--- src/logic/conv_pkg.sv ---
package conv_pkg;

	// unsigned input pixel.
	localparam int PIXEL_WIDTH = 8;

	// signed weight, the bias uses the same width.
	localparam int WEIGHT_WIDTH = 8;

	// signed pixel by weight product, pixel gets one zero bit on top.
	localparam int PRODUCT_WIDTH = PIXEL_WIDTH + 1 + WEIGHT_WIDTH;

	// signed window sum, room for a 5x5 window without overflow.
	localparam int ACC_WIDTH = 24;

	// unsigned result after relu and saturation.
	localparam int OUT_WIDTH = 8;

endpackage

--- src/logic/weight_store.sv ---
`timescale 1ns/1ps

module weight_store #(
	parameter int KERNEL_SIZE = 5
) (
	input  logic clk,
	input  logic reset,
	input  logic weight_load,
	input  logic signed [conv_pkg::WEIGHT_WIDTH-1:0] weight_data,
	output logic [KERNEL_SIZE*KERNEL_SIZE-1:0][conv_pkg::WEIGHT_WIDTH-1:0] kernel,
	output logic signed [conv_pkg::WEIGHT_WIDTH-1:0] bias
);
	import conv_pkg::*;

	localparam int TAPS = KERNEL_SIZE * KERNEL_SIZE;

	logic [WEIGHT_WIDTH-1:0] chain [TAPS + 1];

	always_ff @(posedge clk or posedge reset)
	begin
		if (reset)
		begin
			for (int n = 0; n <= TAPS; n++)
			begin
				chain[n] <= '0;
			end
		end
		else if (weight_load)
		begin
			chain[0] <= weight_data;
			for (int n = 1; n <= TAPS; n++)
			begin
				chain[n] <= chain[n - 1];
			end
		end
	end

	assign bias = chain[0]; // last word written.

	// oldest word is w(0,0), then row by row.
	for (genvar t = 0; t < TAPS; t++)
	begin : g_tap
		assign kernel[t] = chain[TAPS - t];
	end

endmodule

--- config.mk ---
export PLATFORM = sky130hd
export DESIGN_NAME = weight_store
export DESIGN_NICKNAME = d
export VERILOG_FILES = /design/src/logic/conv_pkg.sv /design/src/logic/weight_store.sv
export SDC_FILE = /design/constraint.sdc
export NUM_CORES = 1
export LEC_CHECK = 0
export ABC_AREA = 1
export ABC_CLOCK_PERIOD_IN_PS = 8800
export BUFFER_PORTS_ARGS = -buffer_cell sky130_fd_sc_hd__buf_2
export CAP_MARGIN = 20
export CORE_ASPECT_RATIO = 2
export CORE_UTILIZATION = 52
export CTS_CLUSTER_DIAMETER = 100
export CTS_CLUSTER_SIZE = 16
export DETAILED_ROUTE_END_ITERATION = 12
export PLACE_DENSITY = 0.85
export SLEW_MARGIN = 20
export SYNTH_ARGS = -nofsm -noshare
export SYNTH_HDL_FRONTEND = slang
export SYNTH_SLANG_ARGS = --single-unit
--- constraint.sdc ---
create_clock -name clk -period 8.8 [get_ports clk]
set_clock_uncertainty 0.05 [all_clocks]
set_input_delay 1.32 -clock clk [delete_from_list [all_inputs] [get_ports clk]]
set_output_delay 1.32 -clock clk [all_outputs]
set_load 0.02 [all_outputs]
==> flow_summary.json <==
{
  "start_util_pct": 52.90,
  "overflow": 0,
  "cts_resized": 0,
  "instances_no_fill": 1267,
  "cts_tree": "built",
  "crit_fanout": 114,
  "cts_made_buffers": 16,
  "dp_cells": 1250,
  "clock_latency_ps": 460,
  "gp_congestion": 0.7744,
  "routed_wl_um": 17330,
  "htreeDepth": 1,
  "yosys.cell_types.count": 7,
  "portBuffers": 218,
  "crit_type": "input pin to flop",
  "p_per_area_mw_per_mm2": 257.7,
  "cts.sinks": 208,
  "cp.arrival_ps": 3440,
  "syn_to_final_growth_pct": 19.99,
  "drive_above_1_share_pct": 22.39,
  "fin_crit_ps": 3086,
  "first_pass_iters": 8,
  "cts_root_buf": "clkbuf_16",
  "viasPerCell": 4.900,
  "final_util_pct": 63.48,
  "synth_warnings": 0,
  "avgRoutedWirePerCell_um": 13.67,
  "num_antenna_cells": 0,
  "n_fill_cell": 1239,
  "grt_first_pass_wirelength_um": 27280,
  "ios": 219,
  "maxCapViolCount": 0,
  "drv_slew": 0,
  "multiInputGateArea_mm2": 0.002342,
  "syn_avg_cell_area_um2": 8.871,
  "synth_flop_cell": "dfrtp_1",
  "synth-seq-cells": 208,
  "fin_crit_sh_pct": 35.07,
  "end_kind": "flop",
  "fin_setup_tns_ps": 0,
  "grtUsageTotal_pct": 22.36,
  "yosysMostFrequentCell": "nand2_1",
  "ir_worst_vdd_mv": 0.1784,
  "p_leak_nw": 5.858,
  "grt_pass1_vias": 5671,
  "synth_area_leader_cell": "dfrtp_1",
  "ctsLongestPathBuffers": 3,
  "grt_max_degree": 134,
  "slew_headroom_pct": 31.47,
  "nets": 1084,
  "cts_setup_buffers": 0,
  "drc_errors": 0,
  "design.core.area_mm2": 0.01474,
  "synthTopCellsByCount": "624 x nand2_1, 208 x dfrtp_1, 23 x buf_2",
  "synth_area_mm2": 0.007797,
  "worst_setup_path_start_kind": "input pin",
  "design.die.area_mm2": 0.01552,
  "dp_hpwl_um": 11200,
  "clk_pin_slew_ps": 70,
  "netlist.area_leader.share_pct": 66.75,
  "setup_viol": 0,
  "status": "complete, no violations",
  "ys_seq_area_share_pct": 66.75,
  "rsz0062_at_grt": "false",
  "synth_edf_count": 0,
  "timing.fmax_ghz": 0.3240,
  "async_flop_share_pct": 100.0,
  "vias": 6208,
  "fp.dieH_um": 175.2,
  "syn-num-nets": 890,
  "drt_iter0_drc": 394,
  "max_slew.worst_pin.slew_ps": 1028,
  "drt.antenna.violating_nets": 0,
  "hold_viol_final": 0,
  "antenna_found_initial": 0,
  "num_rows": 63,
  "regArea_mm2": 0.005205,
  "synth_area_leaders": "dfrtp_1 67%, nand2_1 30%, buf_2 1.5%",
  "die_w_um": 88.59,
  "postSynthCellCount": 879,
  "hold_buffers": 0,
  "worstPathRequired_ps": 9150,
  "hold_class": "flop to flop"
}
## report_power, final
part / switching (W) / internal (W) / total (W)
Combinational: 0.000377 / 0.000164 / 0.000542
Clock: 0.000302 / 0.000341 / 0.000644
Sequential: 0.000121 / 0.00111 / 0.00123
## through the flow
stage	cell area [um2]	total power, W	hold slack, ps	setup slack (ps)
global placement	8931	0.001771	398.1	5302
detailed placement	8931	0.001788	404.0	5271
CTS	9356	0.002439	424.1	5780
finish	9356	0.002412	421.4	5714
global route	9356	0.002535	446.6	5506
floorplan	7797	0.001568	532.2	1749
## final cells by class
type                    count  area share, %
repair buffers            221          11.97
clock buffers              17          4.547
multi-input cells         624          25.03
flip-flops and latches    208          55.63
inverters                   2         0.2140
well taps                 195          2.608
## metal layers
metal,GRT usage (%),share of wire (%)
met5,0,0
met4,7.997,3.0
met3,4.629,6.6
met2,37.08,51
met1,28.62,40
## state kept, by name, indices dropped and copies added, names as in the netlist
register / count
kernel: 200
bias: 8
## cells by family after synthesis
group,Yosys count,share of synthesized area [%]
AND/OR/NAND/NOR,624,30.04
flip-flops,208,66.75
buffers and inverters,47,3.209
## cell usage in the layout (no fill, tap or decap), drive strengths merged
master,Yosys,final
nand2,624,624
buf,35,221
dfrtp,208,208
clkbuf,10,17
inv,2,2
## critical path, stage by stage
cell and delay [ps]:
buf_6 260, inv_6 670, buf_4 810, nand2_1 140
nand2_1 100
## final timing paths
path / from / to / slack [ps] / cells after the start
worst max-delay path: weight_load / kernel[184]$_DFFE_PP0P_ / 5710 / 5
worst min-delay path: kernel[3]$_DFFE_PP0P_ / kernel[3]$_DFFE_PP0P_ / 420 / 2
max in group asynchronous: reset / kernel[194]$_DFFE_PP0P_ / 6180 / 3
worst max register to register: kernel[65]$_DFFE_PP0P_ / kernel[57]$_DFFE_PP0P_ / 7990 / 2
min in group asynchronous: reset / kernel[169]$_DFFE_PP0P_ / 980 / 2
worst min register to register: kernel[3]$_DFFE_PP0P_ / kernel[3]$_DFFE_PP0P_ / 420 / 2
No activity file was read; power rests on OpenSTA's default activity.
