**config.mk**
```make
export PLATFORM = sky130hd
export DESIGN_NAME = pixel_scanner
export DESIGN_NICKNAME = d
export VERILOG_FILES = /design/src/logic/pixel_scanner.sv
export SDC_FILE = /design/constraint.sdc
export NUM_CORES = 1
export LEC_CHECK = 0
export ABC_AREA = 1
export ABC_CLOCK_PERIOD_IN_PS = 1300
export BUFFER_PORTS_ARGS = -buffer_cell sky130_fd_sc_hd__buf_2
export CELL_PAD_IN_SITES_DETAIL_PLACEMENT = 1
export CELL_PAD_IN_SITES_GLOBAL_PLACEMENT = 1
export CORE_MARGIN = 5
export CORE_UTILIZATION = 35
export CTS_CLUSTER_SIZE = 30
export DETAILED_ROUTE_END_ITERATION = 7
export PLACE_DENSITY_LB_ADDON = 0.1
export RECOVER_POWER = 25
export SLEW_MARGIN = 20
export SYNTH_ARGS = -nofsm -noshare
export SYNTH_HDL_FRONTEND = slang
export SYNTH_SLANG_ARGS = --single-unit
```
**constraint.sdc**
```tcl
create_clock -name clk -period 1.3 [get_ports clk]
set_clock_uncertainty 0.2 [all_clocks]
set_input_delay 0.065 -clock clk [delete_from_list [all_inputs] [get_ports clk]]
set_output_delay 0.065 -clock clk [all_outputs]
set_load 0.005 [all_outputs]
```
**src/logic/pixel_scanner.sv**
```systemverilog
`timescale 1ns/1ps

module pixel_scanner #(
	parameter int IFM_SIZE = 8,
	parameter int KERNEL_SIZE = 5
) (
	input  logic clk,
	input  logic reset,
	input  logic pixel_valid,
	output logic window_valid,
	output logic [$clog2(IFM_SIZE)-1:0] win_row,
	output logic [$clog2(IFM_SIZE)-1:0] win_col
);
	localparam int POS_WIDTH = $clog2(IFM_SIZE);
	localparam logic [POS_WIDTH-1:0] LAST_POS = POS_WIDTH'(IFM_SIZE - 1);
	localparam logic [POS_WIDTH-1:0] WIN_OFFSET = POS_WIDTH'(KERNEL_SIZE - 1);

	logic [POS_WIDTH-1:0] row; // row of the next pixel.
	logic [POS_WIDTH-1:0] col; // column of the next pixel.
	logic row_end;
	logic window_done;

	assign row_end = (col == LAST_POS);
	// pixel closes a window lying fully inside the frame
	assign window_done = (row >= WIN_OFFSET) && (col >= WIN_OFFSET);

	always_ff @(posedge clk or posedge reset)
	begin
		if (reset)
		begin
			row <= '0;
			col <= '0;
			window_valid <= 1'b0;
		end
		else
		begin
			window_valid <= pixel_valid && window_done;
			if (pixel_valid)
			begin
				if (row_end)
				begin
					col <= '0;
					row <= (row == LAST_POS) ? '0 : row + POS_WIDTH'(1); // wrap to next frame.
				end
				else
				begin
					col <= col + POS_WIDTH'(1);
				end
			end
		end
	end

	// top-left corner of the window.
	always_ff @(posedge clk)
	begin
		if (pixel_valid)
		begin
			win_row <= row - WIN_OFFSET;
			win_col <= col - WIN_OFFSET;
		end
	end

endmodule

```
==> impl_results.md <==
* Outcome: finished with violations
* Violated checks: negative setup slack
* # IOs at 10
* Skew-Pair Late Insertion Delay at 0.27 ns
* Global Route Usage Sum at about a tenth
* Critical Path Max Stage Delay at 0.40 ns
* Final core utilization at 48.0%
* H-tree depth at 1
* Seq cells post-synth at 13
* Reg2Reg Setup Slack at -0.03 ns
* Crit Path Max Fanout at 4
* Main combinational cell family by area after synthesis: simple AND/OR/NAND/NOR gates
* Core region area at 1470 um2
* PortBufs at 9
* Fmax at 0.754 GHz
* Cell Chain, Critical Path: ha_2, ha_4, nand2_4, clkinv_4, nand2_2, nand2_1
* Yosys Warn Count at 0
* Initial antenna violation count at 0
* Most common cell after layout, fill and taps aside: nand2_1
* Sw power at 422 uW
* Adder-Cell Fraction of Synth Area at under 10%
* Clock network power share at 18.4%
* Slew Limit Fails at 0
* WP data arrival at around 1.3 ns
* Final period util at 102%
* Pwr dens at 1890 nW/um2
* Final setup vio count at 3
* Most frequent cells in the layout: 13 x nand2_1, 9 x buf_2, 7 x dfrtp_1
* Clock root buffer: clkbuf_4
* Combinational share of power at 33.6%
* Routed WL at about 1.0 mm
* Largest net degree at the start of global routing at 12
* Vias per cell at 4.44
* FF-to-FF path depth at 6
* Number of global-route vias before repair at 424
* Final antenna diode count at 0
* Post-Synthesis Cell Area at approximately 530 um2
* Leak Pwr at 0.356 nW
* Clock Tree Buf Depth at 2
* Simple-Gate Fraction of Synth Area at 17.4%
* Die area at 2380 um2
* Proportion of layout cells with a drive suffix above 1 at 39.4%
* Crit Path Category: reg2reg
* R2r endpoint: row[0]
* Crit path launch type: register
* Die W at about 50 um
* Seq pwr share at 48.0%
* Switching part of the total power at 31.6%
* Nets at 74
* Final Hold Fails at 0
* Remaining Overflow, GRT at 0
* Via count at around 360
* Min-Delay Path Class: in2async
* Global-route wire length before repair at 1.74 mm
* RSZ-0062 raised after global routing: true
* Sequential-to-total area share from yosys stat at 67.6%
* Clock tree sinks at 13
* Post-Synthesis Cells at 46
* Synth-to-Final Area Change at 34.3%
* Total internal power at 912 uW
* Clock slew at reported path FFs at 0.08 ns
* CTS tree: done
* Synth Area in Compound Gates at 0.952%
* Slew margin rel. at 81.4%
* Routed len/inst at between 10 and 15 um
* Row count at 14
* Residual DRC at 0
* Die H at 48.8 um
* Initial Util at 35.7%
* Crit path capture type: register
* Max-capacitance violation count at 0
* Critical path's top delay family: flip-flops
* WP data required at 1.26 ns
* Synth area leaders: edfxtp_1 34%, dfrtp_1 33%, nand2_1 11%
* Drt first pass iters at 2
* Cell type with the largest total area after synthesis: edfxtp_1
* XOR/XNOR Fraction of Synth Area at 0%
* Top cell type's share of synthesized area at between 30% and 40%
* Synthesized net count at 53
* R2R Path Start: col[0]
* Least-Margin Pin Slew at 0.279 ns
* ANT nets after route at 0
* TritonCTS buffer count at 3
* Tmin final at 1.33 ns
* Final setup margin at -0.0270 ns
* DP Wirelength at 843 um
* Mux cell area share after synthesis at 0%
* Slowest CP cell: dfrtp_1
* Max VDD drop at 0.897 mV
* Syn avg cell area at roughly 11 um2
* Routability cong. at 0.817
* Drt initial violations at 1
* CP bufs+invs at 1
* Synth cell types at 11
* Fin Hold WS at 0.0572 ns
-- power by group through the flow --
stage                     registers [mW]  logic, mW  clock network, mW
after floorplan                    0.648      0.182                  0
after global placement             0.633      0.356                  0
after detailed placement           0.643      0.405                  0
after CTS                          0.641      0.443              0.255
after global routing               0.650      0.516              0.270
final                              0.639      0.449              0.246
-- metrics by stage --
stage | worst slack [ns] | cell area, um2 | setup TNS (ns) | power [mW] | instances
after detailed placement | -0.0641 | 626 | -0.174 | 1.05 | 75
after global placement | 0.00391 | 626 | 0 | 0.989 | 75
after global routing | -0.0649 | 706 | -0.245 | 1.44 | 82
after CTS | -0.0294 | 696 | -0.0778 | 1.34 | 81
after floorplan | 0.00913 | 531 | 0 | 0.830 | 46
final | -0.0270 | 706 | -0.0685 | 1.33 | 82
-- flip-flops by register name (all words and copies together) (netlist names) --
register,flops
row,3
col,3
win_col,3
window_valid,1
win_row,3
-- layout make-up --
cell class                 count  area [um2]
fill                         182         766
sequential                    13         355
multi-input combinational     27         174
timing repair buffer          16         103
inverter                       6        27.5
clock buffer                   4        26.3
tap                           16        20.0
-- worst max path at each step --
stage                start      to  slack (ns)  cells after the start
CTS                 col[1]  row[1]       -0.03                      6
global route        col[0]  row[0]       -0.06                      6
detailed placement  col[0]  row[1]       -0.06                      6
floorplan           col[0]  row[1]       0.009                      6
finish              col[0]  row[0]       -0.03                      6
global placement    col[0]  row[1]       0.004                      6
-- tightest hold or removal path: stages --
cell,delay (ns)
dlygate4sd3_1,0.52
buf_2,0.12
inv_1,0.21
-- routing by layer --
| layer | wire length (um) | vias up | share of wire [%] | track usage [%] |
|---|---|---|---|---|
| li1 | - | 184 | - | - |
| met1 | 452 | 171 | 44 | 10.1 |
| met2 | 520 | 9 | 50 | 16.7 |
| met3 | 59 | 0 | 5.7 | 3.68 |
| met4 | 0 | 0 | 0 | 4.04 |
| met5 | 0 | - | 0 | 0 |
-- cell families (layout without fill, tap and decap cells) --
| family | after synthesis | after routing |
|---|---|---|
| AOI/OAI and AO/OA | 1 | 1 |
| and+or+nand+nor | 22 | 22 |
| adders and majority gates | 4 | 4 |
| DFF | 13 | 13 |
| buffers and inverters | 6 | 26 |
-- repair_timing --
action,in CTS,in global routing
cloned,0,0
resized for setup,5,1
endpoints found under the setup margin,3,5
hold endpoints to repair,16,0
pin swaps,1,2
hold buffers,2,0
setup buffers,0,1
-- synthesized netlist by cell type (all sizes together) --
master and n:
nand2 17, dfrtp 7, edfxtp 6, inv 5, ha 4, nor2 4
clkinv 1, nor3 1, o21ai 1
Power figures use the tool's default switching activity.
