**config.mk**
```make
export PLATFORM = sky130hd
export DESIGN_NAME = mac_tree
export DESIGN_NICKNAME = d
export VERILOG_FILES = /design/src/logic/conv_pkg.sv /design/src/logic/mac_tree.sv
export SDC_FILE = /design/constraint.sdc
export NUM_CORES = 2
export LEC_CHECK = 0
export BUFFER_PORTS_ARGS = -buffer_cell sky130_fd_sc_hd__buf_2
export CAP_MARGIN = 5
export CORE_ASPECT_RATIO = 0.5
export CORE_MARGIN = 2
export CORE_UTILIZATION = 58
export CTS_CLUSTER_DIAMETER = 150
export DETAILED_ROUTE_END_ITERATION = 10
export HOLD_SLACK_MARGIN = 0.15
export PLACE_DENSITY = 0.88
export REMOVE_ABC_BUFFERS = 1
export SYNTH_ARGS = -nofsm -noshare
export SYNTH_HDL_FRONTEND = slang
export SYNTH_SLANG_ARGS = --single-unit
```
**constraint.sdc**
```tcl
create_clock -name clk -period 15.37 [get_ports clk]
set_clock_uncertainty 0.15 [all_clocks]
set_input_delay 0.7685 -clock clk [delete_from_list [all_inputs] [get_ports clk]]
set_output_delay 0.7685 -clock clk [all_outputs]
set_load 0.01 [all_outputs]
```
**src/logic/conv_pkg.sv**
```systemverilog
package conv_pkg;

	// unsigned input pixel.
	localparam int PIXEL_WIDTH = 8;

	// signed weight, the bias uses the same width.
	localparam int WEIGHT_WIDTH = 8;

	// signed pixel by weight product, pixel gets one zero bit on top.
	localparam int PRODUCT_WIDTH = PIXEL_WIDTH + 1 + WEIGHT_WIDTH;

	// signed window sum, room for a 5x5 window without overflow.
	localparam int ACC_WIDTH = 24;

	// unsigned result after relu and saturation.
	localparam int OUT_WIDTH = 8;

endpackage

```
**src/logic/mac_tree.sv**
```systemverilog
`timescale 1ns/1ps

module mac_tree #(
	parameter int KERNEL_SIZE = 5,
	parameter int POS_WIDTH = 3
) (
	input  logic clk,
	input  logic reset,
	input  logic in_valid,
	input  logic [KERNEL_SIZE*KERNEL_SIZE-1:0][conv_pkg::PIXEL_WIDTH-1:0] window,
	input  logic [KERNEL_SIZE*KERNEL_SIZE-1:0][conv_pkg::WEIGHT_WIDTH-1:0] kernel,
	input  logic [POS_WIDTH-1:0] in_row,
	input  logic [POS_WIDTH-1:0] in_col,
	output logic sum_valid,
	output logic signed [conv_pkg::ACC_WIDTH-1:0] sum,
	output logic [POS_WIDTH-1:0] sum_row,
	output logic [POS_WIDTH-1:0] sum_col
);
	import conv_pkg::*;

	localparam int TAPS = KERNEL_SIZE * KERNEL_SIZE;

	logic signed [PRODUCT_WIDTH-1:0] product [TAPS];
	logic prod_valid;
	logic [POS_WIDTH-1:0] prod_row;
	logic [POS_WIDTH-1:0] prod_col;

	// heap-ordered tree, node n adds nodes 2n+1 and 2n+2
	logic signed [ACC_WIDTH-1:0] node [2 * TAPS - 1];

	// stage one.
	always_ff @(posedge clk)
	begin
		for (int t = 0; t < TAPS; t++)
		begin
			product[t] <= PRODUCT_WIDTH'($signed({1'b0, window[t]}))
				* PRODUCT_WIDTH'($signed(kernel[t])); // pixel unsigned.
		end
		prod_row <= in_row;
		prod_col <= in_col;
	end

	always_comb
	begin
		for (int t = 0; t < TAPS; t++)
		begin
			node[TAPS - 1 + t] = ACC_WIDTH'(product[t]); // sign extend.
		end
		for (int n = TAPS - 2; n >= 0; n--)
		begin
			node[n] = node[2 * n + 1] + node[2 * n + 2];
		end
	end

	// stage two.
	always_ff @(posedge clk)
	begin
		sum <= node[0];
		sum_row <= prod_row;
		sum_col <= prod_col;
	end

	always_ff @(posedge clk or posedge reset)
	begin
		if (reset)
		begin
			prod_valid <= 1'b0;
			sum_valid <= 1'b0;
		end
		else
		begin
			prod_valid <= in_valid;
			sum_valid <= prod_valid;
		end
	end

endmodule

```
==> summary.txt <==
Critical path class -> flip-flop to flip-flop
Final hold vios -> 0
Die area -> 0.1362 mm2
Async set-reset flop share out of synthesis -> 0.004320
DRT Wirelength -> 187,200 um
Post-CTS Resized -> 0
Chip Width -> 519.9 um
Min Tclk post-route -> 7.261 ns
Synth cell types -> 71
Cell Rows -> 94
GR Util met3 -> 0.04275
Max Clk Rate -> 137.7 MHz
Hold endpoint -> sum_col[1]
Maxcap violations -> 0
GPL Wtd Cong -> 0.9607
Post-CTS Hold Fix Bufs -> 8
CTS tree -> built
Die Y -> 261.9 um
Slew Viols, Final -> 0
Data arrival, critical path -> 7.67 ns
Worst hold slack -> 0.1795 ns
Unrepaired setup endpoints after global routing -> no
Grt total ovfl -> 0
Core box area -> 0.1317 mm2
Hpwl dp -> 160,800 um
Commonest non-fill, non-tap cell in the layout -> inv_1
Post-DR wirelength/cell -> 17.52 um
Pin count of the biggest net entering global routing -> 17
Clock tree sinks -> 463
Routed Antenna Nets -> 0
Most frequent cells in the layout -> inv_1, ha_1, fa_1, and2_1, nand2_1
Worst rel slew slack -> 0.4836
Hold depth -> 0
Ys flop type -> dfxtp_1
Vias in the first global route -> 62,538
Cell area after synthesis -> 0.07718 mm2
Share of layout cells above drive strength 1 -> 0.06178
Worst Hold Class -> flip-flop to flip-flop
First-pass DRT Iterations -> 6
Postcts setup bufs -> 0
Starting density of the core -> 0.5859
Root Driver -> clkbuf_16
Fin nets -> 11,690
Io pins -> 440
Least-Margin Pin Slew -> 0.7691 ns
Final cell count without fillers -> 10,682
R2R Setup Slk -> 8.11 ns
Setup-failing EPs final -> 0
Area Overhead vs Synth -> 7.803%
GRT Util Overall -> 0.2771
Placed Area -> 0.08155 mm2
Via count of the routed design -> 59,455
Initial DRC Count -> 3,985
Worst skew pair latency -> 0.63 ns
Gate Count Post-Synth -> 8,355
GRT met2 Usage -> 0.5017
Worst reg2reg path depth -> 26
CP required -> 15.77 ns
First-pass GRT wire length -> 307,400 um
Fin area -> 0.08320 mm2
GRT busiest layer -> met2
Placed cell count -> 10,558
DRC -> 0
Syn_area_per_cell -> 9.238 um2
Reg2reg start -> product[6][0]
I/O Buffers -> 439
CTS clock-pin slew for the worst setup and hold paths -> 0.07 ns
Number of synthesized register bits -> 463
Post-synth EDFFs -> 0
Num CTS Buffers -> 44
Crit Path Max Fanout -> 5
Min-delay src -> prod_col[1]
Ys Warns -> 0
Reg-to-reg critical path endpoint -> sum[20]
Met1 Use GR -> 0.3265
Tcrit/Tclk final -> 0.4724
Status -> completed
CTS max path bufs -> 3
Sequential share of the synthesized area -> 0.1202
Initial antenna violation count -> 40
Via density -> 5.566
H-tree depth -> 2
Fin Setup TNS -> 0 ns
Worst setup EP type -> flip-flop
CP Launch Type -> flip-flop
## registers in the layout (all words and copies together) (netlist names)
| name | cells |
|---|---|
| sum_valid | 1 |
| sum | 24 |
| prod_valid | 1 |
| sum_col | 3 |
| product | 425 |
| sum_row | 3 |
| prod_col | 3 |
| prod_row | 3 |
## worst max-delay path, stage by stage (launching register included)
cell	delay, ns
dfxtp_1	0.32
ha_1	0.16
inv_1	0.05
fa_1	0.41
nor2b_1	0.14
o21a_1	0.14
o21ai_1	0.11
a21oi_1	0.24
o21ai_1	0.11
nor4b_1	0.17
a2111oi_0	0.64
fa_1	0.59
fa_1	0.54
inv_1	0.07
fa_1	0.49
fa_1	0.50
inv_1	0.05
fa_1	0.47
inv_1	0.04
ha_1	0.36
and3_1	0.21
a21boi_1	0.17
a21oi_1	0.08
o2bb2ai_1	0.23
o21a_1	0.24
or4b_1	0.50
nand3_1	0.09
## stage by stage
stage | util | setup WS, ns
finish | 0.6316 | 8.109
global route | 0.6315 | 7.821
CTS | 0.6309 | 8.243
detailed placement | 0.6191 | 8.216
global placement | 0.6191 | 8.374
floorplan | - | 8.823
## worst max path at each step
stage                    from       to  slack, ns  cells past startpoint
2_1_floorplan   product[2][0]  sum[21]       8.82                     24
3_3_place_gp   product[22][0]  sum[20]       8.37                     24
3_5_place_dp    product[6][0]  sum[20]       8.22                     26
4_1_cts         product[6][0]  sum[20]       8.24                     26
5_1_grt         product[6][0]  sum[20]       7.82                     26
6_report        product[6][0]  sum[20]       8.11                     26
## kinds of logic (layout without fill, tap and decap cells)
logic type	after synthesis	in the layout	synth area share
and+or+nand+nor	2464	2464	0.1659
adders and majority gates	2445	2445	0.5088
buffers and inverters	1613	2128	0.07845
AOI/OAI and AO/OA	919	919	0.07537
DFF	463	463	0.1202
xor gates and xnor gates	446	446	0.05061
muxes	5	5	0.0006485
other	0	36	0
## metal layers
layer	share of wire	wire length, um
met2	0.51	94720
met4	0.050	9280
met1	0.38	71430
met3	0.062	11640
met5	0.00048	89
## area by class of cell
| class | instances | area, um2 |
|---|---|---|
| multi-input cells | 6279 | 61850 |
| clock buffers | 54 | 1230 |
| diodes | 36 | 90.09 |
| well taps | 1776 | 2222 |
| inverters | 1601 | 6010 |
| fillers | 10238 | 48520 |
| flip-flops and latches | 463 | 9279 |
| repair buffers | 447 | 2277 |
| clock inverters | 26 | 247.7 |
## synthesized netlist by cell type, types with 6 or more instances
| cell type | instances | area (um2) |
|---|---|---|
| and3_1 | 41 | 256.5 |
| o311ai_1 | 10 | 87.58 |
| nand4_1 | 17 | 106.4 |
| dfxtp_1 | 461 | 9229 |
| xnor2_1 | 365 | 3197 |
| or2_2 | 21 | 131.4 |
| o31ai_1 | 18 | 135.1 |
| o41ai_1 | 18 | 157.7 |
| and2_1 | 872 | 5455 |
| a2111oi_0 | 7 | 61.31 |
| a211oi_1 | 36 | 270.3 |
| nand2_1 | 675 | 2534 |
| a21boi_1 | 7 | 52.55 |
| nor2b_1 | 82 | 513.0 |
| o21a_1 | 85 | 638.1 |
| nor4_1 | 21 | 131.4 |
| o21ai_0 | 92 | 460.4 |
| nand2b_1 | 202 | 1264 |
| o2111ai_1 | 8 | 70.07 |
| clkbuf_1 | 10 | 37.54 |
| a31oi_1 | 22 | 137.6 |
| or3_1 | 42 | 262.8 |
| o21ai_1 | 78 | 390.4 |
| a21o_1 | 85 | 638.1 |
| a221oi_1 | 6 | 52.55 |
| xor2_1 | 81 | 709.4 |
| inv_1 | 1601 | 6010 |
| a311oi_1 | 8 | 70.07 |
| a41o_1 | 7 | 70.07 |
| fa_1 | 1156 | 23140 |
| o211ai_1 | 29 | 217.7 |
| nand3_1 | 74 | 370.4 |
| nor3_1 | 89 | 445.4 |
| a21oi_1 | 321 | 1607 |
| nor2_1 | 304 | 1141 |
| ha_1 | 1289 | 16130 |
| o21bai_1 | 31 | 232.7 |
Power is not shown: default switching activity piles up to over one toggle a cycle in this logic, so the estimate is an artifact.
