File: src/logic/conv_pkg.sv
package conv_pkg;

	// unsigned input pixel.
	localparam int PIXEL_WIDTH = 8;

	// signed weight, the bias uses the same width.
	localparam int WEIGHT_WIDTH = 8;

	// signed pixel by weight product, pixel gets one zero bit on top.
	localparam int PRODUCT_WIDTH = PIXEL_WIDTH + 1 + WEIGHT_WIDTH;

	// signed window sum, room for a 5x5 window without overflow.
	localparam int ACC_WIDTH = 24;

	// unsigned result after relu and saturation.
	localparam int OUT_WIDTH = 8;

endpackage

File: src/logic/window_buffer.sv
`timescale 1ns/1ps

module window_buffer #(
	parameter int IFM_SIZE = 8,
	parameter int KERNEL_SIZE = 5
) (
	input  logic clk,
	input  logic reset,
	input  logic shift_enable,
	input  logic [conv_pkg::PIXEL_WIDTH-1:0] pixel_in,
	output logic [KERNEL_SIZE*KERNEL_SIZE-1:0][conv_pkg::PIXEL_WIDTH-1:0] window
);
	import conv_pkg::*;

	// K-1 full lines plus K pixels of the current line
	localparam int BUF_SIZE = (KERNEL_SIZE - 1) * IFM_SIZE + KERNEL_SIZE;

	logic [PIXEL_WIDTH-1:0] buffer [BUF_SIZE];

	always_ff @(posedge clk or posedge reset)
	begin
		if (reset)
		begin
			for (int n = 0; n < BUF_SIZE; n++)
			begin
				buffer[n] <= '0;
			end
		end
		else if (shift_enable)
		begin
			buffer[0] <= pixel_in; // newest pixel.
			for (int n = 1; n < BUF_SIZE; n++)
			begin
				buffer[n] <= buffer[n - 1];
			end
		end
	end

	for (genvar i = 0; i < KERNEL_SIZE; i++)
	begin : g_row
		for (genvar j = 0; j < KERNEL_SIZE; j++)
		begin : g_col
			// row 0 is the oldest line, so it sits deepest in the buffer
			localparam int DEPTH = (KERNEL_SIZE - 1 - i) * IFM_SIZE + (KERNEL_SIZE - 1 - j);

			assign window[i * KERNEL_SIZE + j] = buffer[DEPTH];
		end
	end

endmodule

File: config.mk
export PLATFORM = sky130hd
export DESIGN_NAME = window_buffer
export DESIGN_NICKNAME = d
export VERILOG_FILES = /design/src/logic/conv_pkg.sv /design/src/logic/window_buffer.sv
export SDC_FILE = /design/constraint.sdc
export NUM_CORES = 1
export LEC_CHECK = 0
export ABC_AREA = 1
export ABC_CLOCK_PERIOD_IN_PS = 20700
export BUFFER_PORTS_ARGS = -buffer_cell sky130_fd_sc_hd__buf_4
export CAP_MARGIN = 20
export CORE_UTILIZATION = 45
export CTS_CLUSTER_SIZE = 20
export DETAILED_ROUTE_END_ITERATION = 8
export GPL_TIMING_DRIVEN = 0
export PLACE_DENSITY_LB_ADDON = 0.3
export SYNTH_ARGS = -nofsm -noshare
export SYNTH_HDL_FRONTEND = slang
export SYNTH_SLANG_ARGS = --single-unit
File: constraint.sdc
create_clock -name clk -period 20.7 [get_ports clk]
set_input_delay 5.175 -clock clk [delete_from_list [all_inputs] [get_ports clk]]
set_output_delay 5.175 -clock clk [all_outputs]
set_load 0.05 [all_outputs]
==> flow_summary.json, run 1 <==
{
  "final_common_cell": "nand2_1",
  "yosysSeqAreaShare": 0.581,
  "yosys_register_bits": 296,
  "grt_pass1_wl_microns": 43800,
  "ys_warn_count": 0,
  "totalWireLength_microns": 26200,
  "cp_max_fo": 3,
  "num_antenna_cells": 0,
  "ir_drop_uv": 69.7,
  "cts.sinks": 296,
  "max_stage_delay_ns": 0.44,
  "path_class": "register to primary output",
  "die_area_sq_mm": 0.0290,
  "die-height_microns": 170,
  "reg2reg_slack_ns": 20.00,
  "min_from": "buffer[181]$_DFFE_PP0P_",
  "outcome": "finished clean",
  "synth.area.top_cells": "dfrtp_1 58%, nand2_1 26%, buf_4 12%, buf_6 2.5%, buf_2 1.3%",
  "cts_max_level": 1,
  "root_buffer": "clkbuf_16",
  "yosysTopAreaCell": "dfrtp_1",
  "cts_setup_buffers": 0,
  "cp_slowest_cell": "dfrtp_1",
  "p_leak_uw": 0.00950,
  "drv_cap": 0,
  "layout-drive-gt1-share": 0.308,
  "syn_area_per_cell_sq_um": 8.79,
  "viasPerCell": 4.42,
  "ioPinCount": 211,
  "dp_hpwl_microns": 18300,
  "worstMarginPinSlew_ns": 0.627,
  "reg2regPathDepth": 2,
  "antenna_found_initial": 0,
  "drc_errors": 0,
  "wl_per_cell_microns": 12.5,
  "pre_cts_ws_ns": 13.92,
  "min_to": "buffer[181]$_DFFE_PP0P_",
  "drtAntennaViolNets": 0,
  "slew_headroom": 0.582,
  "cts_tree": "yes",
  "dr.first_iter.drc_count": 691,
  "io_buffers": 209,
  "max_freq_ghz": 0.154,
  "synth_cell_type_count": 7,
  "grt_max_degree": 130,
  "hold_depth": 2,
  "cts_made_buffers": 30,
  "first_global_vias": 8960,
  "cp_data_required_time_ns": 15.53,
  "cts-resized-gates": 0,
  "finalCriticalPeriod_ns": 6.49,
  "grt_setup_unrepaired": "false",
  "rr_endpoint": "window[17]$_DFFE_PP0P_",
  "crit_top_cell": "buf_4",
  "cts_buffer_depth": 3,
  "mostFrequentLayoutCells": "888 x nand2_1, 412 x buf_4, 296 x dfrtp_1, 34 x buf_2, 31 x clkbuf_16",
  "clk_pin_slew_ns": 0.06,
  "netlist_area_sq_mm": 0.0128,
  "crit_path_cell_trace": "buf_4 > buf_4",
  "setup_viol": 0,
  "tns_ns": 0,
  "cp_data_arrival_time_ns": 1.32,
  "grt-ovfl-total": 0,
  "syn_nets": 1462,
  "power_density_mw_per_mm2": 106,
  "skew_ns": 0.0108,
  "grt_use_total": 0.186,
  "hold_viol": 0,
  "reg2reg_from": "window[25]$_DFFE_PP0P_",
  "area_growth_pct": 24.6,
  "vias": 9253,
  "fin_ws_ns": 14.21,
  "cts_hold_buf": 0,
  "synth_cells": 1451,
  "clock_latency_ns": 0.55,
  "rows": 61,
  "hold_class": "register to register",
  "crit_path_end_kind": "primary output",
  "fp.dieW_microns": 170,
  "coreArea_sq_mm": 0.0279,
  "start_util": 0.458,
  "crit_path_start_kind": "register",
  "finalCritPeriodShare": 0.314,
  "fillCellCount": 2490,
  "place_congestion": 0.810,
  "report.final.slew_viol_count": 0,
  "synth_top_area_frac": 0.581,
  "nets": 1705,
  "drt_pre_antenna_iters": 5
}
-- worst max-delay path by stage --
stage	to	slack (ns)	start	depth (start not counted)
4_1_cts	window[72]	14.19	window[72]$_DFFE_PP0P_	2
5_1_grt	window[72]	14.18	window[72]$_DFFE_PP0P_	2
3_5_place_dp	window[35]$_DFFE_PP0P_	13.92	reset	4
3_3_place_gp	window[79]$_DFFE_PP0P_	4.23	reset	2
6_report	window[198]	14.21	window[198]$_DFFE_PP0P_	2
2_1_floorplan	buffer[104]$_DFFE_PP0P_	7.35	reset	1
-- state kept, by name, summed over array words and instances, names as in the netlist --
name	count
window	200
buffer	96
-- area by class of cell --
type	count	area (sq um)	share of cell area
flip-flops and latches	296	7410	0.466
well taps	378	473	0.0297
plain buffers	265	2010	0.126
clock buffers	47	946	0.0595
clock inverters	8	92.6	0.00582
repair buffers	211	1620	0.102
multi-input cells	888	3330	0.210
inverters	2	17.5	0.00110
-- layer usage --
metal | share of wire | vias to the layer above | global-route usage
li1 | - | 4657 | -
met1 | 0.46 | 4360 | 0.256
met2 | 0.47 | 203 | 0.307
met3 | 0.046 | 33 | 0.0267
met4 | 0.017 | 0 | 0.0474
met5 | 0 | - | 0
-- cell families after synthesis --
family,Yosys count,synth area share
buffers and inverters,267,0.158
flip-flops,296,0.581
AND/OR/NAND/NOR,888,0.261
-- where the power goes --
part	internal (uW)	switching [uW]	total, uW
Sequential	651	55.8	707
Combinational	154	270	424
Clock	337	222	559
-- Yosys cell counts --
master   number
nand2_1     888
buf_6        28
buf_4       203
dfrtp_1     296
buf_2        34
inv_1         1
inv_4         1
-- worst max-delay path: cells and delay by family (launching register included) --
kind	cells	cell delay, ns
buffers and inverters	2	0.34
flip-flops	1	0.44
-- metrics by stage --
step | cell area [sq um] | std cells | utilization | total power [uW] | hold slack [ns]
2_1_floorplan | 12800 | 1451 | - | 1030 | 0.442
3_3_place_gp | 14800 | 2038 | 0.531 | 1140 | 0.454
3_5_place_dp | 14900 | 2040 | 0.534 | 1150 | 0.458
4_1_cts | 15900 | 2095 | 0.571 | 1710 | 0.468
5_1_grt | 15900 | 2095 | 0.571 | 1770 | 0.489
6_report | 15900 | 2095 | 0.571 | 1690 | 0.467
No activity file was read; power rests on OpenSTA's default activity.
==> inputs of run 2 (changes only) <==
--- a/config.mk
+++ b/config.mk
@@ -6,7 +6,7 @@
 export NUM_CORES = 1
 export LEC_CHECK = 0
 export ABC_AREA = 1
-export ABC_CLOCK_PERIOD_IN_PS = 20700
+export ABC_CLOCK_PERIOD_IN_PS = 5950
 export BUFFER_PORTS_ARGS = -buffer_cell sky130_fd_sc_hd__buf_4
 export CAP_MARGIN = 20
 export CORE_UTILIZATION = 45
==> constraint.sdc (replaced) <==
create_clock -name clk -period 5.95 [get_ports clk]
set_input_delay 1.4875 -clock clk [delete_from_list [all_inputs] [get_ports clk]]
set_output_delay 1.4875 -clock clk [all_outputs]
set_load 0.05 [all_outputs]
==> run 2 against run 1 <==
Compared with the run above: clock skew decreased by 0.0044 ns; flip-flop and latch count unchanged; largest power group unchanged; routed wire length increased by 1.2%; total power increased to 3.6 times the previous value; non-clock buffer count increased by 7; highest routed layer unchanged.
==> flow_summary.json, run 2 (synthesis results as in run 1) <==
{
  "start_util": 0.458,
  "power_density_mw_per_mm2": 373,
  "cp_max_fo": 3,
  "hold_viol": 0,
  "cts_hold_buf": 0,
  "hold_depth": 2,
  "coreArea_sq_mm": 0.0279,
  "place_congestion": 0.794,
  "area_growth_pct": 26.2,
  "mostFrequentLayoutCells": "888 x nand2_1, 412 x buf_4, 296 x dfrtp_1, 34 x buf_2, 31 x clkbuf_16",
  "worstMarginPinSlew_ns": 0.650,
  "wl_per_cell_microns": 12.6,
  "num_antenna_cells": 0,
  "root_buffer": "clkbuf_16",
  "max_freq_ghz": 0.356,
  "cts_max_level": 1,
  "cp_data_required_time_ns": 4.46,
  "grt_use_total": 0.187,
  "clock_latency_ns": 0.55,
  "fin_ws_ns": 3.14,
  "outcome": "finished clean",
  "io_buffers": 209,
  "layout-drive-gt1-share": 0.310,
  "hold_class": "register to register",
  "dr.first_iter.drc_count": 627,
  "vias": 9318,
  "ioPinCount": 211,
  "cts_tree": "yes",
  "cts_buffer_depth": 3,
  "drtAntennaViolNets": 0,
  "slew_headroom": 0.566,
  "fp.dieW_microns": 170,
  "setup_viol": 0,
  "cts-resized-gates": 0,
  "first_global_vias": 8990,
  "dp_hpwl_microns": 18900,
  "whs_ns": 0.469,
  "cts_made_buffers": 31,
  "grt_setup_unrepaired": "false",
  "drt_pre_antenna_iters": 5,
  "ir_drop_uv": 195,
  "skew_ns": 0.00634,
  "drv_cap": 0,
  "cts.sinks": 296,
  "rows": 61,
  "totalWireLength_microns": 26500,
  "die-height_microns": 170,
  "cp_data_arrival_time_ns": 1.32,
  "finalPower_uw": 6010,
  "grt-ovfl-total": 0,
  "grt_pass1_wl_microns": 44200,
  "reg2regPathDepth": 2,
  "nets": 1713,
  "clk_pin_slew_ns": 0.06,
  "place_inst": 2047,
  "p_leak_uw": 0.00959,
  "final_common_cell": "nand2_1",
  "crit_path_end_kind": "primary output",
  "antenna_found_initial": 0,
  "viasPerCell": 4.43,
  "finalCriticalPeriod_ns": 2.81,
  "die_area_sq_mm": 0.0290,
  "path_class": "register to primary output",
  "layoutNonFillerInstCount": 2102,
  "crit_path_start_kind": "register",
  "grt_max_degree": 44,
  "largest_register_ffs": 200,
  "pre_cts_ws_ns": 3.40,
  "drc_errors": 0,
  "report.final.slew_viol_count": 0,
  "finalCritPeriodShare": 0.472,
  "fillCellCount": 2495,
  "cts_setup_buffers": 0
}
run 2: cell count changes in the layout (fill, tap and decap cells not counted), sizes merged:
cell / delta
bufinv: +3
buf: +7
clkinv: -1
clkbuf: -2
run 2: routing by layer:
layer | part of all wire | vias up | track usage | wire, microns
met3 | 0.045 | 42 | 0.0247 | 1180
met4 | 0.021 | 0 | 0.0447 | 559
met5 | 0 | - | 0 | 0
li1 | - | 4663 | - | -
met1 | 0.45 | 4414 | 0.255 | 11900
met2 | 0.49 | 199 | 0.318 | 12900
run 2: path summary, 6_finish.rpt:
path                                            to               startpoint  slack [ns]
setup / recovery                       window[198]  window[198]$_DFFE_PP0P_        3.14
hold / removal              buffer[42]$_DFFE_PP0P_   buffer[42]$_DFFE_PP0P_        0.47
setup reg to reg           window[136]$_DFFE_PP0P_  window[144]$_DFFE_PP0P_        5.25
hold reg to reg             buffer[42]$_DFFE_PP0P_   buffer[42]$_DFFE_PP0P_        0.47
max in group asynchronous  buffer[179]$_DFFE_PP0P_                    reset        4.02
min in group asynchronous   window[58]$_DFFE_PP0P_                    reset        1.04
run 2: power by group:
part           internal, uW  switching (uW)
Combinational           546             941
Sequential             2270             197
Clock                  1280             780
run 2: area by class of cell:
cell class,count,area [sq um],area share
Timing Repair Buffer,218,1760,0.110
Clock inverter,10,179,0.0111
Multi-Input combinational cell,888,3330,0.207
Tap cell,378,473,0.0294
Clock buffer,45,918,0.0570
Sequential cell,296,7410,0.460
Buffer,265,2010,0.125
Inverter,2,13.8,0.000855
run 2: per-stage QoR:
| stage | utilization | area [sq um] | TNS, ns |
|---|---|---|---|
| 2_1_floorplan | - | 12800 | 0 |
| 6_report | 0.578 | 16100 | 0 |
| 3_3_place_gp | 0.531 | 14800 | -332.92 |
| 5_1_grt | 0.578 | 16100 | 0 |
| 4_1_cts | 0.578 | 16100 | 0 |
| 3_5_place_dp | 0.538 | 15000 | 0 |
run 2: critical path, cell delays in order, from the launching register on:
cell and delay (ns):
dfrtp_1 0.44, buf_4 0.16, buf_4 0.18
