$ cat config.mk
export PLATFORM = sky130hd
export DESIGN_NAME = relu_output
export DESIGN_NICKNAME = d
export VERILOG_FILES = /design/src/logic/conv_pkg.sv /design/src/logic/relu_output.sv
export SDC_FILE = /design/constraint.sdc
export NUM_CORES = 1
export LEC_CHECK = 0
export BUFFER_PORTS_ARGS = -buffer_cell sky130_fd_sc_hd__buf_4
export CORE_ASPECT_RATIO = 1.75
export CORE_MARGIN = 8
export CORE_UTILIZATION = 40
export CTS_CLUSTER_DIAMETER = 80
export DETAILED_ROUTE_END_ITERATION = 8
export PLACE_DENSITY = 0.66
export SLEW_MARGIN = 20
export SYNTH_ARGS = -nofsm -noshare
export SYNTH_HDL_FRONTEND = slang
export SYNTH_SLANG_ARGS = --single-unit
export TNS_END_PERCENT = 30
$ cat constraint.sdc
create_clock -name clk -period 0.8 [get_ports clk]
set_clock_uncertainty 0.2 [all_clocks]
set_input_delay 0.08 -clock clk [delete_from_list [all_inputs] [get_ports clk]]
set_output_delay 0.08 -clock clk [all_outputs]
set_load 0.005 [all_outputs]
$ cat src/logic/conv_pkg.sv
package conv_pkg;

	// unsigned input pixel.
	localparam int PIXEL_WIDTH = 8;

	// signed weight, the bias uses the same width.
	localparam int WEIGHT_WIDTH = 8;

	// signed pixel by weight product, pixel gets one zero bit on top.
	localparam int PRODUCT_WIDTH = PIXEL_WIDTH + 1 + WEIGHT_WIDTH;

	// signed window sum, room for a 5x5 window without overflow.
	localparam int ACC_WIDTH = 24;

	// unsigned result after relu and saturation.
	localparam int OUT_WIDTH = 8;

endpackage

$ cat src/logic/relu_output.sv
`timescale 1ns/1ps

module relu_output #(
	parameter int OUT_SHIFT = 4,
	parameter int POS_WIDTH = 3
) (
	input  logic clk,
	input  logic reset,
	input  logic sum_valid,
	input  logic signed [conv_pkg::ACC_WIDTH-1:0] sum,
	input  logic signed [conv_pkg::WEIGHT_WIDTH-1:0] bias,
	input  logic [POS_WIDTH-1:0] sum_row,
	input  logic [POS_WIDTH-1:0] sum_col,
	output logic result_valid,
	output logic [conv_pkg::OUT_WIDTH-1:0] result_data,
	output logic [POS_WIDTH-1:0] result_row,
	output logic [POS_WIDTH-1:0] result_col
);
	import conv_pkg::*;

	localparam logic signed [ACC_WIDTH-1:0] OUT_MAX = ACC_WIDTH'((1 << OUT_WIDTH) - 1);

	logic signed [ACC_WIDTH-1:0] biased;
	logic signed [ACC_WIDTH-1:0] shifted;
	logic [OUT_WIDTH-1:0] clamped;

	assign biased = sum + ACC_WIDTH'(bias); // bias sign extended.
	assign shifted = biased >>> OUT_SHIFT;

	always_comb
	begin
		if (shifted < 0)
			clamped = '0; // relu.
		else if (shifted > OUT_MAX)
			clamped = '1; // saturate.
		else
			clamped = shifted[OUT_WIDTH-1:0];
	end

	always_ff @(posedge clk)
	begin
		result_data <= clamped;
		result_row <= sum_row;
		result_col <= sum_col;
	end

	always_ff @(posedge clk or posedge reset)
	begin
		if (reset)
			result_valid <= 1'b0;
		else
			result_valid <= sum_valid;
	end

endmodule

==> impl_metrics.ini, run 1 <==
[clock_tree]
clock-sinks = 15
cts_buffer_depth = 2
clk_pin_slew_ps = 50
ctsRootBufferMaster = clkbuf_8
cts_htree_levels = 1
tritoncts = built
cts_buffers = 3

[timing]
hold_viol_final = 3
slew_headroom_pct = 74.57
rsz0062_at_grt = true
fin_crit_ps = 2233
worst_pin_slew_ps = 381.3
fin_ws_ps = -1433
setup_tns_ps = -13580
maxSlewViolCount = 0
clock.fmax_mhz = 447.8
finalCritPeriodShare_pct = 279.2
holdWs_ps = -244.1
finalSetupViolations = 24

[floorplan]
initial_core_util_pct = 41.65
dieArea_um2 = 6392
fp.coreArea_um2 = 3866
rows = 30
ios = 56
die_h_um = 99.94
die_x_um = 63.96

[synth]
yosysMostFrequentCell = a21oi_1
yosysUniqueCellTypes = 57
yosys.area_share.simple_pct = 18.96
synth-edff-count = 0
yosys.area_share.xor_xnor_pct = 8.081
syn-cell-area_um2 = 1610
yosysTopAreaCell = dfxtp_1
synth_warnings = 0
syn_inst = 198
synth_compound_area_share_pct = 31.47
ys_seq_area_share_pct = 18.96
synth_top_family_by_area = compound AO/OA/AOI/OAI gates
synth_mux_area_share_pct = 0.6216
synthTopCellsByCount = a21oi_1 (30), ha_1 (22), nor2_1 (20)
ys.flop_type = dfxtp_1
synth-seq-cells = 15
ys_top_cells_by_area = dfxtp_1 (17%), ha_1 (17%), a21oi_1 (9.3%), xor2_1 (4.9%), nor2_1 (4.7%)
synth.top_cell.area_share_pct = 17.40
syn_area_per_cell_um2 = 8.133
synth_fp_nets = 261
synthAdderAreaFrac_pct = 17.09
ys_async_sr_fraction_pct = 6.667

[setup_path]
cp_max_fo = 8
endpoint_kind = flip-flop
required_ps = 720
crit_type = input pin to flip-flop
worstPathArrival_ps = 2160
cp-start-kind = input pin

[cells_and_area]
num-fill-cells = 247
drive_gt1_share_pct = 57.76
syn_to_final_growth_pct = 90.13
finalNonFillerCells = 370
n_antenna_cell = 0
fin_util_pct = 79.19
nets = 386

[grt]
grt_pass1_wl_um = 8445
use_met1_pct = 14.32
grt_usage_pct = 15.85
grt_max_degree = 15
antenna_found_initial = 0
grt_pass1_vias = 1969
use_met3_pct = 3.348
grt-busiest-layer = met2
met2_usage_pct = 32.17
grt_remaining_overflow = 0

[routing]
routed_wirelength_um = 6292
drtPass1Iterations = 4
num_vias = 2013
viasPerCell = 5.441
drt.antenna.violating_nets = 0
wl_per_cell_um = 17.01
first_iter_violations = 62
route.detailed.drc = 0

[place]
hpwl_um = 4124
dp_cells = 349
gp_congestion = 0.8544
port_buffers = 55

[power_and_ir_drop]
power.leakage_nw = 1.394
ir_drop_mv = 1.203
powerDensity_nw_per_um2 = 1273

[outcome]
violations = negative hold slack, negative setup slack
run_status = complete, but fails checks

[run]
maxCapViolations = 0

[hold_path]
min_path_type = input pin to flip-flop
## through the flow
stage | total power [mW] | instance area [um^2] | setup WS, ps | hold WS [ps]
after floorplan | 1.970 | 1765 | -1323 | -391.3
after detailed placement | 2.833 | 2586 | -1803 | -274.6
after global placement | 2.817 | 2586 | -1832 | -274.6
final | 3.898 | 3062 | -1433 | -244.1
after CTS | 3.615 | 2835 | -1328 | -256.6
after global routing | 4.121 | 3062 | -1467 | -257.1
## critical path: stages
cell,delay [ps]
buf_16,130
ha_4,320
nand4_4,100
a211o_1,310
and3_4,180
nor3_4,220
buf_4,160
a21bo_4,140
xnor2_2,110
and4_4,310
a21oi_1,90
## state kept, by name, summed over array words and instances, names as in the netlist
register      count
result_col        3
result_data       8
result_row        3
result_valid      1
## logic make-up after synthesis
kind of cell,Yosys count
buffers and inverters,14
multiplexers,1
adder cells (fa/ha/maj),22
AO/OA/AOI/OAI,73
flip-flops,15
XOR/XNOR,14
AND/OR/NAND/NOR,59
## layout make-up
type                            instances  area, um^2  share of cell area, %
Clock buffer                            4       45.04                  1.471
Tap cell                               48       60.06                  1.962
Sequential cell                        15       310.3                  10.13
Timing Repair Buffer                  127        1049                  34.25
Inverter                                7       26.28                 0.8582
Multi-Input combinational cell        169        1572                  51.33
## path summary, 6_finish.rpt
path	from	endpoint	cells past startpoint
setup / recovery	bias[7]	result_data[3]$_SDFF_PN0_	11
hold / removal	sum_valid	result_valid$_DFF_PP0_	1
max in group asynchronous	reset	result_valid$_DFF_PP0_	3
min in group asynchronous	reset	result_valid$_DFF_PP0_	3
## power by group
group / total, mW / switching, mW / leakage [nW] / internal, mW
Sequential: 0.912 / 0.0453 / 0.130 / 0.866
Clock: 0.601 / 0.249 / 0.0228 / 0.352
Combinational: 2.39 / 1.08 / 1.24 / 1.31
## layer usage
metal	share of wire, %	up-vias
met4	3.4	0
met2	56	68
met3	4.7	18
li1	-	995
met1	36	932
met5	0	-
## cells in the final DEF (no fill, tap or decap), types with 4 or more instances in the layout
cell type	count
buf_4	108
a21oi_1	18
nor2_1	16
ha_4	12
buf_6	12
a21oi_2	10
dfxtp_1	10
nand2_1	9
xor2_1	9
ha_1	9
a21o_1	8
inv_1	7
o21ai_0	5
dlygate4sd3_1	5
a21oi_4	4
or3_1	4
nor2_2	4
dfxtp_2	4
## what timing repair did
action,4_1_cts,5_1_grt
resized for setup,24,36
pin swaps,11,13
hold buffers,6,1
buffers inserted,4,5
gates cloned,0,1
endpoints found under the hold margin,8,4
endpoints found under the setup margin,23,25
Note: power is estimated with default switching activity, not from simulation.
==> run 2: changes to the inputs <==
Settings changed: ABC_AREA set to 1, MAX_ROUTING_LAYER set to met4, PLACE_DENSITY 0.66 to unset.
==> impl_metrics.ini, run 2 <==
[floorplan]
dieArea_um2 = 8007
rows = 35
die_x_um = 71.16
ios = 56
initial_core_util_pct = 40.86
die_h_um = 112.5
fp.coreArea_um2 = 5211

[synth]
synth-edff-count = 0
yosys.area_share.xor_xnor_pct = 5.817
ys_async_sr_fraction_pct = 6.667
synthTopCellsByCount = nand2_1 (124), inv_1 (53), ha_1 (22)
yosysMostFrequentCell = nand2_1
syn-cell-area_um2 = 2130
yosysUniqueCellTypes = 33
synth_mux_area_share_pct = 0
synthAdderAreaFrac_pct = 12.93
synth-seq-cells = 15
yosysTopAreaCell = nand2_1
synth_compound_area_share_pct = 7.638
synth_fp_nets = 412
ys.flop_type = dfxtp_1
yosys.area_share.simple_pct = 47.65
ys_seq_area_share_pct = 14.34
synth.top_cell.area_share_pct = 21.86
synth_warnings = 0
syn_area_per_cell_um2 = 6.102
synth_top_family_by_area = simple AND/OR/NAND/NOR gates
syn_inst = 349
ys_top_cells_by_area = nand2_1 (22%), dfxtp_1 (13%), ha_1 (13%), inv_1 (9.3%), nand4_1 (3.8%)

[cells_and_area]
drive_gt1_share_pct = 48.25
registers.top_by_ff_count = result_data
reg_top3 = result_data x8, result_col x3, result_row x3
fin_area_um2 = 3651
largest_reg_flops = 8
nets = 520
syn_to_final_growth_pct = 71.45
final_common_cell = nand2_1
final_cell_mix = nand2_1 (98), buf_4 (86), inv_1 (47), nand2_2 (25), ha_4 (21)
n_antenna_cell = 0

[power_and_ir_drop]
power.leakage_nw = 1.919
ir_drop_mv = 0.9822
powerDensity_nw_per_um2 = 1167

[timing]
holdWs_ps = -72.66
finalCritPeriodShare_pct = 223.5
finalSetupViolations = 25
setup_tns_ps = -10030
rsz0062_at_grt = true
fin_crit_ps = 1788
slew_headroom_pct = 74.76
worst_pin_slew_ps = 375.8
maxSlewViolCount = 0
clock.fmax_mhz = 559.3
hold_viol_final = 5
fin_ws_ps = -988.0

[run]
maxCapViolations = 0

[clock_tree]
cts_buffers = 3
ctsRootBufferMaster = clkbuf_8
clk_pin_slew_ps = 60
cts_htree_levels = 1
cts_buffer_depth = 2
tritoncts = built
clock-sinks = 15
cts_hold_buffers = 8

[routing]
viasPerCell = 4.894
drt.antenna.violating_nets = 0
num_vias = 2501
wl_per_cell_um = 13.70
first_iter_violations = 60
routed_wirelength_um = 7003
route.detailed.drc = 0
drtPass1Iterations = 4

[grt]
grt_pass1_wl_um = 12020
grt_max_degree = 9
grt_remaining_overflow = 0
grt_usage_pct = 19.06
antenna_found_initial = 0
grt_pass1_vias = 2735

[hold_path]
hold_end = result_row[2]$_DFF_P_
worstHoldStart = sum_row[2]
whs_path_depth = 2
min_path_type = input pin to flip-flop

[place]
placed_area_um2 = 3238
port_buffers = 55
hpwl_um = 5941
gp_congestion = 0.8599

[setup_path]
endpoint_kind = flip-flop
crit_type = input pin to flip-flop
worstPathArrival_ps = 1780
cp_max_fo = 8
cp-start-kind = input pin
required_ps = 790

[outcome]
violations = negative hold slack, negative setup slack
run_status = complete, but fails checks
-- run 2: layout make-up --
class / count / area, um^2
multi-input combinational: 268 / 2108
fill: 474 / 1560
timing repair buffer: 103 / 872.1
sequential: 15 / 309.0
inverter: 66 / 247.7
tap: 55 / 68.82
clock buffer: 4 / 45.04
-- run 2: metal layers --
metal	vias to the layer above	global-route usage [%]	wire length, um
li1	1312	-	-
met1	1101	16.09	2308
met2	62	38.84	4173
met3	26	2.589	199
met4	0	7.972	323
met5	-	-	0
-- run 2: power breakdown --
part | switching [mW] | total, mW | internal (mW)
registers | 0.0369 | 0.906 | 0.869
clock network | 0.238 | 0.590 | 0.352
logic | 1.42 | 2.77 | 1.34
-- run 2: metrics by stage --
stage                     setup slack, ps  util (%)  cells  hold slack (ps)  power (mW)
after floorplan                    -896.2         -    349           -391.3       2.430
after global placement              -1431     62.14    495           -274.3       3.383
after detailed placement            -1454     62.14    495           -269.5       3.409
after CTS                          -970.9     69.32    511            26.45       4.288
after global routing                -1144     70.06    511           -67.74       4.582
final                              -988.0     70.06    511           -72.66       4.261
-- run 2: what timing repair did --
action,in CTS,in global routing
endpoints found under the setup margin,23,28
gates resized for setup,49,19
hold endpoints to repair,8,5
pin swaps,14,12
cloned,1,0
setup buffers,3,0
-- run 2: logic make-up (layout without fill, tap and decap cells) --
| kind of cell | Yosys count | after routing |
|---|---|---|
| and+or+nand+nor | 208 | 208 |
| buffers and inverters | 66 | 173 |
| xor gates and xnor gates | 12 | 12 |
| DFF | 15 | 15 |
| adders and majority gates | 22 | 22 |
| AOI/OAI and AO/OA | 26 | 26 |
-- run 2: worst max-delay path, stage by stage --
cell and delay (ps):
buf_16 140, ha_4 270, nand2_2 110, inv_1 50, a21oi_1 210, nand2_2 90, nand2_2 90, nand3_4 110
a21oi_4 220, xor2_4 260, nand2_1 100, inv_1 50
-- run 2: how the worst max path moves through the flow --
stage / to / slack, ps / startpoint / cells past startpoint
final: result_data[5]$_SDFF_PN0_ / -990 / bias[7] / 12
after global routing: result_data[1]$_SDFF_PN0_ / -1140 / bias[7] / 14
after detailed placement: result_data[5]$_SDFF_PN0_ / -1450 / bias[7] / 16
after floorplan: result_data[0]$_SDFF_PN0_ / -900 / bias[7] / 16
after global placement: result_data[4]$_SDFF_PN0_ / -1430 / bias[7] / 13
after CTS: result_data[2]$_SDFF_PN0_ / -970 / bias[7] / 18
